$ cat src/hdl/crg_pkg.sv
// --------------------
// shared constants and types for the CRG control block
// import into any module that decodes the APB map or the domains
// --------------------
package crg_pkg;

  // -------------------- widths
  localparam int NUM_DOMAINS = 5;          // cpu, axi, apb, i2c, imp
  localparam int DIV_W       = 4;          // divisor nibble per domain
  localparam int CNT_W       = 16;         // pulse counter, wraps
  localparam int APB_ADDR_W  = 12;
  localparam int APB_DATA_W  = 32;

  // -------------------- address map
  localparam logic [APB_ADDR_W-1:0] ADDR_DIV       = 12'h000;  // domain d at bits 4d+3..4d
  localparam logic [APB_ADDR_W-1:0] ADDR_CTRL      = 12'h004;  // tog and cken
  localparam logic [APB_ADDR_W-1:0] ADDR_STAT_BASE = 12'h100;  // counter d at base + 4d
  localparam logic [APB_ADDR_W-1:0] ADDR_STAT_LAST =
    ADDR_STAT_BASE + APB_ADDR_W'(4 * (NUM_DOMAINS - 1));       // last counter word

  // ctrl register field positions
  localparam int CTRL_TOG_LSB  = 0;        // write one, reads 0
  localparam int CTRL_CKEN_LSB = 8;        // enable bits, reset to on

  // bit index of each domain in every per-domain vector
  typedef enum logic [2:0] {
    DOM_CPU = 3'd0,
    DOM_AXI = 3'd1,
    DOM_APB = 3'd2,
    DOM_I2C = 3'd3,
    DOM_IMP = 3'd4
  } domain_e;

  // decoded target of one apb access
  typedef enum logic [1:0] {
    SEL_REGS = 2'd0,                       // div / ctrl registers
    SEL_STAT = 2'd1,                       // pulse counters
    SEL_NONE = 2'd2                        // unmapped, slave error
  } apb_sel_e;

endpackage

$ cat src/hdl/apb_slave_mux.sv
// --------------------
// APB address decode for the two CRG slaves
// forwards psel to one slave, returns its read data or a slave error
// --------------------
`timescale 1ns/10ps

module apb_slave_mux (
  input  logic                            psel_i,
  input  logic                            penable_i,
  input  logic [crg_pkg::APB_ADDR_W-1:0]  paddr_i,
  input  logic [crg_pkg::APB_DATA_W-1:0]  regs_rdata_i,   // slave 0 read data
  input  logic [crg_pkg::APB_DATA_W-1:0]  stat_rdata_i,   // slave 1 read data
  output logic                            regs_psel_o,
  output logic                            stat_psel_o,
  output logic [crg_pkg::APB_DATA_W-1:0]  prdata_o,
  output logic                            pslverr_o
);

  import crg_pkg::*;

  apb_sel_e sel;                                          // decoded target

  // -------------------- decode
  always_comb begin
    if (paddr_i == ADDR_DIV || paddr_i == ADDR_CTRL) begin
      sel = SEL_REGS;
    end else if (paddr_i[1:0] == 2'b00 &&                 // word aligned only
                 paddr_i >= ADDR_STAT_BASE &&
                 paddr_i <= ADDR_STAT_LAST) begin         // no counter past imp
      sel = SEL_STAT;
    end else begin
      sel = SEL_NONE;
    end
  end

  assign regs_psel_o = psel_i && (sel == SEL_REGS);
  assign stat_psel_o = psel_i && (sel == SEL_STAT);

  // -------------------- response
  always_comb begin
    case (sel)
      SEL_REGS: prdata_o = regs_rdata_i;
      SEL_STAT: prdata_o = stat_rdata_i;
      default:  prdata_o = '0;                            // unmapped reads 0
    endcase
  end

  // error flagged in the access cycle only
  assign pslverr_o = psel_i && penable_i && (sel == SEL_NONE);

endmodule

$ cat src/hdl/crg_apb_regs.sv
// --------------------
// divisor and control registers, APB slave 0 of the CRG block
// a divisor is staged in DIV and applied per domain by the CTRL tog bits
// --------------------
`timescale 1ns/10ps

module crg_apb_regs (
  input  logic                                               clk,
  input  logic                                               reset_i,
  input  logic                                               psel_i,
  input  logic                                               penable_i,
  input  logic                                               pwrite_i,
  input  logic [crg_pkg::APB_ADDR_W-1:0]                     paddr_i,
  input  logic [crg_pkg::APB_DATA_W-1:0]                     pwdata_i,
  output logic [crg_pkg::APB_DATA_W-1:0]                     prdata_o,
  output logic [crg_pkg::NUM_DOMAINS-1:0][crg_pkg::DIV_W-1:0] active_div_o,
  output logic [crg_pkg::NUM_DOMAINS-1:0]                    cken_o,
  output logic [crg_pkg::NUM_DOMAINS-1:0]                    tog_o
);

  import crg_pkg::*;

  logic [NUM_DOMAINS-1:0][DIV_W-1:0] pending_div;         // written, not yet applied
  logic [NUM_DOMAINS-1:0][DIV_W-1:0] active_div;          // in use by the bank
  logic [NUM_DOMAINS-1:0]            cken;                // per domain enable
  logic                              wr_en;               // write access cycle
  logic                              ctrl_sel;            // 1 = ctrl, 0 = div
  logic [APB_DATA_W-1:0]             rdata;

  // -------------------- access decode
  assign wr_en    = psel_i && penable_i && pwrite_i;
  assign ctrl_sel = paddr_i[2];                           // only 0x000 and 0x004 reach here

  // apply strobe, one cycle wide
  assign tog_o = (wr_en && ctrl_sel) ? pwdata_i[CTRL_TOG_LSB +: NUM_DOMAINS]
                                     : '0;

  // -------------------- registers
  always_ff @(posedge clk) begin
    if (reset_i) begin
      pending_div <= '0;
      active_div  <= '0;
      cken        <= '1;                                  // clocks run out of reset
    end else if (wr_en) begin
      if (ctrl_sel) begin
        cken <= pwdata_i[CTRL_CKEN_LSB +: NUM_DOMAINS];
        for (int d = 0; d < NUM_DOMAINS; d++) begin
          if (tog_o[d]) begin
            active_div[d] <= pending_div[d];              // apply staged divisor
          end
        end
      end else begin
        pending_div <= pwdata_i[NUM_DOMAINS*DIV_W-1:0];   // staged only
      end
    end
  end

  // -------------------- read back
  always_comb begin
    rdata = '0;
    if (ctrl_sel) begin
      rdata[CTRL_CKEN_LSB +: NUM_DOMAINS] = cken;         // tog field reads 0
    end else begin
      rdata[NUM_DOMAINS*DIV_W-1:0] = pending_div;
    end
  end

  assign prdata_o     = psel_i ? rdata : '0;
  assign active_div_o = active_div;
  assign cken_o       = cken;

endmodule

$ cat src/hdl/clk_en_bank.sv
// --------------------
// per domain clock enable dividers and pulse counters, APB slave 1
// domain d pulses once every D+1 cycles while its cken bit is set
// --------------------
`timescale 1ns/10ps

module clk_en_bank (
  input  logic                                               clk,
  input  logic                                               reset_i,
  input  logic                                               psel_i,
  input  logic [crg_pkg::APB_ADDR_W-1:0]                     paddr_i,
  input  logic [crg_pkg::NUM_DOMAINS-1:0][crg_pkg::DIV_W-1:0] active_div_i,
  input  logic [crg_pkg::NUM_DOMAINS-1:0]                    cken_i,
  input  logic [crg_pkg::NUM_DOMAINS-1:0]                    tog_i,
  output logic [crg_pkg::APB_DATA_W-1:0]                     prdata_o,
  output logic [crg_pkg::NUM_DOMAINS-1:0]                    clk_en_o
);

  import crg_pkg::*;

  logic [CNT_W-1:0] pulse_cnt [NUM_DOMAINS];              // counters seen by the read mux
  logic [2:0]       rd_idx;                               // counter word index

  // -------------------- domains
  for (genvar g = int'(DOM_CPU); g <= int'(DOM_IMP); g++) begin : g_dom
    logic [DIV_W-1:0] div_cnt;                            // phase within the period
    logic [CNT_W-1:0] cnt;                                // pulses since last tog
    logic             pulse;

    // last phase of the period, held low while disabled
    assign pulse = cken_i[g] && (div_cnt == active_div_i[g]);

    always_ff @(posedge clk) begin
      if (reset_i) begin
        div_cnt <= '0;
        cnt     <= '0;
      end else if (tog_i[g]) begin
        div_cnt <= '0;                                    // restart on apply
        cnt     <= '0;
      end else if (cken_i[g]) begin
        div_cnt <= pulse ? '0 : div_cnt + 1'b1;           // wrap at D
        if (pulse) begin
          cnt <= cnt + 1'b1;                              // wraps at 16 bits
        end
      end
    end

    assign clk_en_o[g]  = pulse;
    assign pulse_cnt[g] = cnt;
  end

  // -------------------- read back
  assign rd_idx = paddr_i[4:2];                           // 0x100 + 4d

  always_comb begin
    prdata_o = '0;
    if (psel_i && rd_idx < NUM_DOMAINS) begin
      prdata_o[CNT_W-1:0] = pulse_cnt[rd_idx];            // zero extended
    end
  end

endmodule

$ cat src/hdl/crg_top.sv
// --------------------
// CRG control top level, one APB port and one enable pulse per domain
// wires the address mux, the register slave and the enable bank
// --------------------
`timescale 1ns/10ps

module crg_top (
  input  logic                             clk,
  input  logic                             reset_i,
  input  logic                             psel_i,
  input  logic                             penable_i,
  input  logic                             pwrite_i,
  input  logic [crg_pkg::APB_ADDR_W-1:0]   paddr_i,
  input  logic [crg_pkg::APB_DATA_W-1:0]   pwdata_i,
  output logic [crg_pkg::APB_DATA_W-1:0]   prdata_o,
  output logic                             pslverr_o,
  output logic [crg_pkg::NUM_DOMAINS-1:0]  clk_en_o
);

  import crg_pkg::*;

  logic                              regs_psel;           // slave 0 select
  logic                              stat_psel;           // slave 1 select
  logic [APB_DATA_W-1:0]             regs_rdata;
  logic [APB_DATA_W-1:0]             stat_rdata;
  logic [NUM_DOMAINS-1:0][DIV_W-1:0] active_div;          // applied divisors
  logic [NUM_DOMAINS-1:0]            cken;
  logic [NUM_DOMAINS-1:0]            tog;                 // apply strobe

  // -------------------- apb decode
  apb_slave_mux u0_apb_slave_mux (
    .psel_i        ( psel_i     ),
    .penable_i     ( penable_i  ),
    .paddr_i       ( paddr_i    ),
    .regs_rdata_i  ( regs_rdata ),
    .stat_rdata_i  ( stat_rdata ),
    .regs_psel_o   ( regs_psel  ),
    .stat_psel_o   ( stat_psel  ),
    .prdata_o      ( prdata_o   ),
    .pslverr_o     ( pslverr_o  )
  );

  // -------------------- slave 0
  crg_apb_regs u0_crg_apb_regs (
    .clk           ( clk        ),
    .reset_i       ( reset_i    ),
    .psel_i        ( regs_psel  ),
    .penable_i     ( penable_i  ),
    .pwrite_i      ( pwrite_i   ),
    .paddr_i       ( paddr_i    ),
    .pwdata_i      ( pwdata_i   ),
    .prdata_o      ( regs_rdata ),
    .active_div_o  ( active_div ),
    .cken_o        ( cken       ),
    .tog_o         ( tog        )
  );

  // -------------------- slave 1
  clk_en_bank u0_clk_en_bank (
    .clk           ( clk        ),
    .reset_i       ( reset_i    ),
    .psel_i        ( stat_psel  ),
    .paddr_i       ( paddr_i    ),
    .active_div_i  ( active_div ),
    .cken_i        ( cken       ),
    .tog_i         ( tog        ),
    .prdata_o      ( stat_rdata ),
    .clk_en_o      ( clk_en_o   )
  );

endmodule

$ cat config.mk
export PLATFORM = sky130hd
export DESIGN_NAME = crg_top
export DESIGN_NICKNAME = d
export VERILOG_FILES = /design/src/hdl/crg_pkg.sv /design/src/hdl/apb_slave_mux.sv /design/src/hdl/crg_apb_regs.sv /design/src/hdl/clk_en_bank.sv /design/src/hdl/crg_top.sv
export SDC_FILE = /design/constraint.sdc
export NUM_CORES = 1
export LEC_CHECK = 0
export ABC_AREA = 0
export BUFFER_PORTS_ARGS = -buffer_cell sky130_fd_sc_hd__buf_2
export CAP_MARGIN = 30
export CORE_MARGIN = 3
export CORE_UTILIZATION = 45
export DETAILED_ROUTE_END_ITERATION = 8
export GPL_ROUTABILITY_DRIVEN = 0
export HOLD_SLACK_MARGIN = 0.15
export PLACE_DENSITY = 0.76
export SYNTH_ARGS = -nofsm -noshare
export SYNTH_HDL_FRONTEND = slang
export SYNTH_SLANG_ARGS = --single-unit
export TNS_END_PERCENT = 5
$ cat constraint.sdc
create_clock -name clk -period 5.1 [get_ports clk]
set_input_delay 0.51 -clock clk [delete_from_list [all_inputs] [get_ports clk]]
set_output_delay 0.51 -clock clk [all_outputs]
set_load 0.05 [all_outputs]
==> run metrics, run 1 <==
WP buf/inv=2; Resized cells post-CTS=0; # clock sinks=145; Post-Place Setup Slack=1613 ps; area of the multi-input gates=4244 um2; RR Startpoint=u0_clk_en_bank.g_dom[1].div_cnt[2]$_SDFFE_PP0P_; post-synth cell types=44; flop2flop setup slack=2970 ps; io pins=87; Register Area=2903 um2; Non-Filler Instances=1137; H-tree depth=4; Initial Utilization=46.59%; data arrival time of the critical path=3010 ps; number of synthesized flops with an enable pin=0; Post-CTS Setup Bufs=0; Final HPWL DP=13.48 mm; cell area after synthesis=7508 um2; Final Cycle Share=68.99%; Slew HR=46.89%; CTS tree=done; hold endpoint=u0_crg_apb_regs.cken_o[4]$_SDFFE_PP1N_; Pre-Repair DR Iteration Count=5; Pwr per Cell Area=296.8 nW/um2; filler cell count=1484; slowest cell delay on critical path=540 ps; antenna-violating nets left=0; flops & latches, synth=145; TritonCTS Buffers=17; RSZ-0062 raised after global routing=no; sequential area share after synthesis=38.66%; yosys warns=0; Core Footprint=16120 um2; vias per cell=5.626; Setup CP Type=in2out; Setup WS post-layout=1581 ps; min-delay src=pwdata_i[12]; Clock Skew=6.068 ps; Least-Margin Pin Slew=796.7 ps; setup_tns=0 ps; Clock Latency Late Sink=420 ps; number of diodes=0; syn_area_per_cell=8.660 um2; drt total wl=18.69 mm; post-synthesis cell count=867; DRC viols=0; first-pass GRT wire length=29.92 mm; design area=8398 um2; hold path cells=2; Worst path slowest cell=nand4_1; Leakage=3.013 nW; pin count of the biggest net entering global routing=32; layout cells sized above 1=14.44%; Total GRT Usage=20.47%; Top FF cell, synth=dfxtp_1; startpoint types=input port; CP required=4590 ps; GRT Residual Overflow=0; Clock Tree Root=clkbuf_16; peak supply drop=0.2796 mV; post-route minimum period=3519 ps; area grow syn2layout=11.85%; Hold Crit Class=in2reg; initial antenna violation count=1; cell count after placement=1105; FF-to-FF path depth=5; CTS max path bufs=2; total number of vias=6397; crit path max fanout=19; FFs w/ async S/R, synth=0%; # nets final=967; vias in the first global route=5859; FF-to-FF End=u0_clk_en_bank.g_dom[1].cnt[11]$_SDFFE_PP0P_; Worst Setup End Kind=output port; placed cell area=7825 um2; Worst-path clk slew=60 ps; Max Cap Viol=0; die footprint=18270 um2; fin. max-slew vios=0; hold-fix buffer count after cts=0; final setup fails=0; status=complete, no violations; crit-path cells=buf_2 -> or3_1 -> or2_2 -> o22ai_1 -> nand4_1 -> o22ai_1 -> buf_2; Peak Freq=284.2 MHz; crit-path leading delay family=simple AND/OR/NAND/NOR gates; hold violation total from the final report=0; Wirelength per Cell=16.44 um; num rows=46; die width=135.2 um; die height=135.2 um; PortBufs=62; First DRT Iteration DRCs=544
## routing by layer
layer  vias to the layer above  global-route usage, %  share of wire [%]
met5                         -                      0              0.070
met4                         2                  6.719                1.9
met3                        27                  5.201                7.1
met2                       222                  31.33                 46
met1                      3042                  28.41                 45
li1                       3104                      -                  -
## layout make-up
| cell class | count | share of cell area, % |
|---|---|---|
| clock inverter | 15 | 1.758 |
| inverter | 12 | 0.5364 |
| multi-input combinational | 663 | 50.54 |
| sequential | 145 | 34.56 |
| clock buffer | 17 | 5.066 |
| tap | 216 | 3.218 |
| timing repair buffer | 69 | 4.321 |
## logic make-up (layout without fill, tap and decap cells)
kind of cell	Yosys count	in the layout	share of synthesized area, %
other	1	12	0.04994
adders and majority gates	10	10	1.666
AOI/OAI and AO/OA	100	100	7.749
xor gates and xnor gates	95	95	11.08
and+or+nand+nor	402	402	26.81
muxes	44	44	8.532
DFF	145	145	38.66
buffers and inverters	70	113	5.449
## cell usage in the layout, fill, tap and decap left out, types with 12 or more instances in the layout
cell type	Yosys	routed
o21ai_0	22	22
a21oi_1	45	45
mux4_2	16	16
buf_2	6	62
clkbuf_16	0	17
xor2_1	42	42
conb_1	1	12
nor2_1	101	101
mux2i_1	28	28
nor3_1	30	30
a22oi_1	16	16
nor4_1	23	22
nand2_1	101	101
xnor2_1	53	53
dfxtp_1	145	145
nand4_1	32	32
nand3_1	40	40
## synthesized netlist by cell type (all sizes together) (23+ instances only)
library cell	n	area (um2)
nor4	23	143.9
nor3	34	215.2
xnor2	53	464.2
nand4	32	200.2
nand3	40	200.2
buf	36	281.5
nor2	102	390.4
nand2	101	379.1
dfxtp	145	2903
mux2i	28	280.3
xor2	42	367.9
a21oi	45	225.2
## state kept, by name (all words and copies together) (netlist names)
| register | flops |
|---|---|
| u0_crg_apb_regs.cken_o | 5 |
| u0_crg_apb_regs.active_div_o | 20 |
| u0_clk_en_bank.g_dom.div_cnt | 20 |
| u0_crg_apb_regs.pending_div | 20 |
| u0_clk_en_bank.g_dom.cnt | 80 |
## report_power, final
part | internal (mW) | leakage (nW) | switching [mW] | total [mW]
logic | 0.0393 | 1.57 | 0.0829 | 0.122
registers | 1.14 | 1.17 | 0.0198 | 1.16
clock network | 0.683 | 0.268 | 0.525 | 1.21
total | 1.87 | 3.01 | 0.628 | 2.49
## worst max path at each step
stage | start | to | slack, ps | cells past startpoint
2_1_floorplan | paddr_i[3] | prdata_o[13] | 1590 | 7
3_3_place_gp | paddr_i[3] | prdata_o[10] | 1650 | 7
3_5_place_dp | paddr_i[3] | prdata_o[10] | 1610 | 7
4_1_cts | paddr_i[3] | prdata_o[10] | 1600 | 7
5_1_grt | paddr_i[3] | prdata_o[10] | 1400 | 7
6_report | paddr_i[3] | prdata_o[10] | 1580 | 7
## metrics by stage
step	util (%)	hold WS, ps	total power, mW
global placement	48.56	457.1	1.306
detailed placement	48.56	463.0	1.308
floorplan	-	439.9	1.283
CTS	52.11	295.3	2.505
global route	52.11	308.2	2.566
finish	52.11	305.9	2.493
No activity file was read; power rests on OpenSTA's default activity.
==> run 2, diff against run 1 <==
ABC_AREA = 1   (was 0)
clock period = 3.6 ns   (was 5.1 ns; I/O delays follow)
==> run 2 against run 1 <==
Against the previous run:
- via count rose by 32%
- worst hold slack got worse by 150 ps
- clock-buffer cell count up 1
- clock power grew 50%
- critical path depth unchanged
- die area rose by 13%
- utilization is 0.089 points higher
- synthesized cell count grew 54%
- critical path type is now reg2out
- largest cell class unchanged
==> run metrics, run 2 <==
status=complete, no violations; Worst path slowest cell=clkinv_1; Synth top area share=33.95% (-4.7 points); Least-Margin Pin Slew=733.9 ps (-62.82 ps); fin. max-slew vios=0 (unchanged); clock group share of total power=46.8% (-1.7 points); cell area after synthesis=8549 um2 (+14%); Post-CTS Setup Bufs=0 (unchanged); antenna-violating nets left=0 (unchanged); filler cell count=1754 (+18%); die footprint=20690 um2 (+13%); cell with the most instances after synthesis=nand2_1; PortBufs=62 (unchanged); post-synthesis cell count=1338 (+54%); # clock sinks=145 (unchanged); Initial Utilization=46.64% (+0.047 points); startpoint types=flip-flop; peak supply drop=0.3771 mV (+35%); vias per cell=5.192 (-7.7%); Peak Freq=373.1 MHz; number of synthesized flops with an enable pin=0 (unchanged); CP required=3240 ps (-1350 ps); crit path max fanout=20 (+1); Top FF cell, synth=dfxtp_1; yosys warns=0 (unchanged); CTS max path bufs=2 (unchanged); drt total wl=22.56 mm (+21%); Clock Tree Root=clkbuf_16; TritonCTS Buffers=17 (unchanged); Pre-Repair DR Iteration Count=5 (unchanged); commonest non-fill, non-tap cells in the layout=nand2_1, nor2_1, dfxtp_1; Final HPWL DP=16.31 mm (+21%); Synth area leader=dfxtp_1; Hold Crit Class=in2reg; data arrival time of the critical path=2320 ps (-690 ps); cell count after placement=1585 (+43%); post-synth cell types=36 (-18%); layout cells sized above 1=9.527% (-4.9 points); First DRT Iteration DRCs=710 (+31%); first-pass GRT wire length=36.88 mm (+23%); Core Footprint=18330 um2 (+14%); area grow syn2layout=11.93% (about the same); Total GRT Usage=22.04% (+1.6 points); Clock Skew=9.688 ps (+3.620 ps); Sw Share=29.12% (+3.9 points); Final Cycle Share=74.45%; Sequential Power Share=43.4% (-3.2 points); Wirelength per Cell=13.87 um (-16%); largest reg by FF count=u0_clk_en_bank.g_dom.cnt; DRC viols=0 (unchanged); Slew HR=50.95% (+4.1 points); total number of vias=8443 (+32%); max reg flops=80 (unchanged); H-tree depth=4 (unchanged); Leakage=3.896 nW (+29%); combinational power share=9.7% (+4.8 points); FFs w/ async S/R, synth=0% (unchanged); Worst-path clk slew=70 ps (about the same); Max Cap Viol=0 (unchanged); num rows=49 (+6.5%); flops & latches, synth=145 (unchanged); crit-path cells=inv_1 -> o21ai_0 -> nor2_1 -> nand3b_1 -> buf_4 -> clkinv_1 -> buf_2; RSZ-0062 raised after global routing=no; leading cell type in the layout, fill and taps excluded=nand2_1; pin count of the biggest net entering global routing=55 (+72%); sequential area share after synthesis=33.95% (-4.7 points); Setup CP Type=reg2out; Clock Latency Late Sink=440 ps (+20 ps); vias in the first global route=7745 (+32%); CTS tree=done; hold violation total from the final report=0 (unchanged); area of the multi-input gates=4865 um2 (+15%); # nets final=1442 (+49%); GRT Residual Overflow=0 (unchanged); Non-Filler Instances=1626 (+43%); die width=143.8 um (+6.4%); final setup fails=0 (unchanged); post-route minimum period=2680 ps; P_int=2.751 mW (+47%); Hold Slack=156.6 ps (-149.4 ps); syn_area_per_cell=6.390 um2 (-26%); initial antenna violation count=0 (-1); io pins=87 (unchanged); Psw=1.130 mW (+80%); Commonest cells post-synth=nand2_1, nor2_1, dfxtp_1; Pwr per Cell Area=405.6 nW/um2 (+37%); synth top area cells=dfxtp_1, nand2_1, nor2_1; Worst Setup End Kind=output port; slowest cell delay on critical path=470 ps (-70 ps); die height=143.8 um (+6.4%); Register Area=2903 um2 (unchanged); setup_tns=0 ps (unchanged)
==> run 2: cells by family after synthesis <==
logic type / count (synthesis) / synth area share, %
other: 1 / 0.04386
flip-flops: 145 / 33.95
buffers and inverters: 183 / 9.630
AND/OR/NAND/NOR: 758 / 38.01
AO/OA/AOI/OAI: 188 / 11.47
XOR/XNOR: 53 / 5.429
adder cells (fa/ha/maj): 10 / 1.463
==> run 2: power groups by stage <==
| stage | clock, mW | combinational (mW) | sequential, mW |
|---|---|---|---|
| 2_1_floorplan | 0 | 0.290 | 1.71 |
| 4_1_cts | 1.84 | 0.375 | 1.68 |
| 5_1_grt | 1.91 | 0.418 | 1.69 |
| 6_report | 1.82 | 0.378 | 1.68 |
| 3_3_place_gp | 0 | 0.362 | 1.72 |
| 3_5_place_dp | 0 | 0.368 | 1.72 |
==> run 2: path summary, 6_finish.rpt <==
| check | from | end | slack (ps) | cells after the start |
|---|---|---|---|---|
| setup / recovery | u0_clk_en_bank.g_dom[1].div_cnt[0]$_SDFFE_PP0P_ | clk_en_o[1] | 920 | 7 |
| hold / removal | pwdata_i[7] | u0_crg_apb_regs.pending_div[7]$_SDFFE_PP0P_ | 160 | 3 |
| setup reg to reg | u0_clk_en_bank.g_dom[1].div_cnt[0]$_SDFFE_PP0P_ | u0_clk_en_bank.g_dom[1].cnt[4]$_SDFFE_PP0P_ | 1620 | 8 |
| hold reg to reg | u0_clk_en_bank.g_dom[2].cnt[11]$_SDFFE_PP0P_ | u0_clk_en_bank.g_dom[2].cnt[11]$_SDFFE_PP0P_ | 480 | 2 |
==> run 2: timing repair <==
item,4_1_cts,5_1_grt
hold endpoints to repair,8,0
hold buffers,8,0
gates resized for setup,0,0
==> run 2: metrics by stage <==
step	total power [mW]	area, um2	util, %	setup slack, ps
floorplan	1.996	8591	-	1461
global route	4.021	9567	52.19	745.6
global placement	2.080	8890	48.50	1006
CTS	3.896	9567	52.19	966.3
finish	3.881	9569	52.20	919.7
detailed placement	2.088	8890	48.50	972.6
==> run 2: routing by layer <==
layer / routed length (um) / track usage (%)
met3: 1305 / 4.060
met1: 10350 / 29.13
met4: 565 / 8.474
met5: 0 / 0
met2: 10330 / 35.77
==> run 2: layout make-up <==
type | count | share of cell area (%)
sequential | 145 | 30.33
multi-input combinational | 1021 | 50.84
clock buffer | 18 | 4.589
antenna | 1 | 0.02615
timing repair buffer | 82 | 5.021
inverter | 116 | 4.550
tap | 229 | 2.994
clock inverter | 14 | 1.647
==> run 2: critical path, delay by kind of cell, from the launching register on <==
kind | cells | cell delay, ps
flops | 1 | 380
simple gates | 2 | 150
buf+inv | 4 | 1180
compound gates | 1 | 160
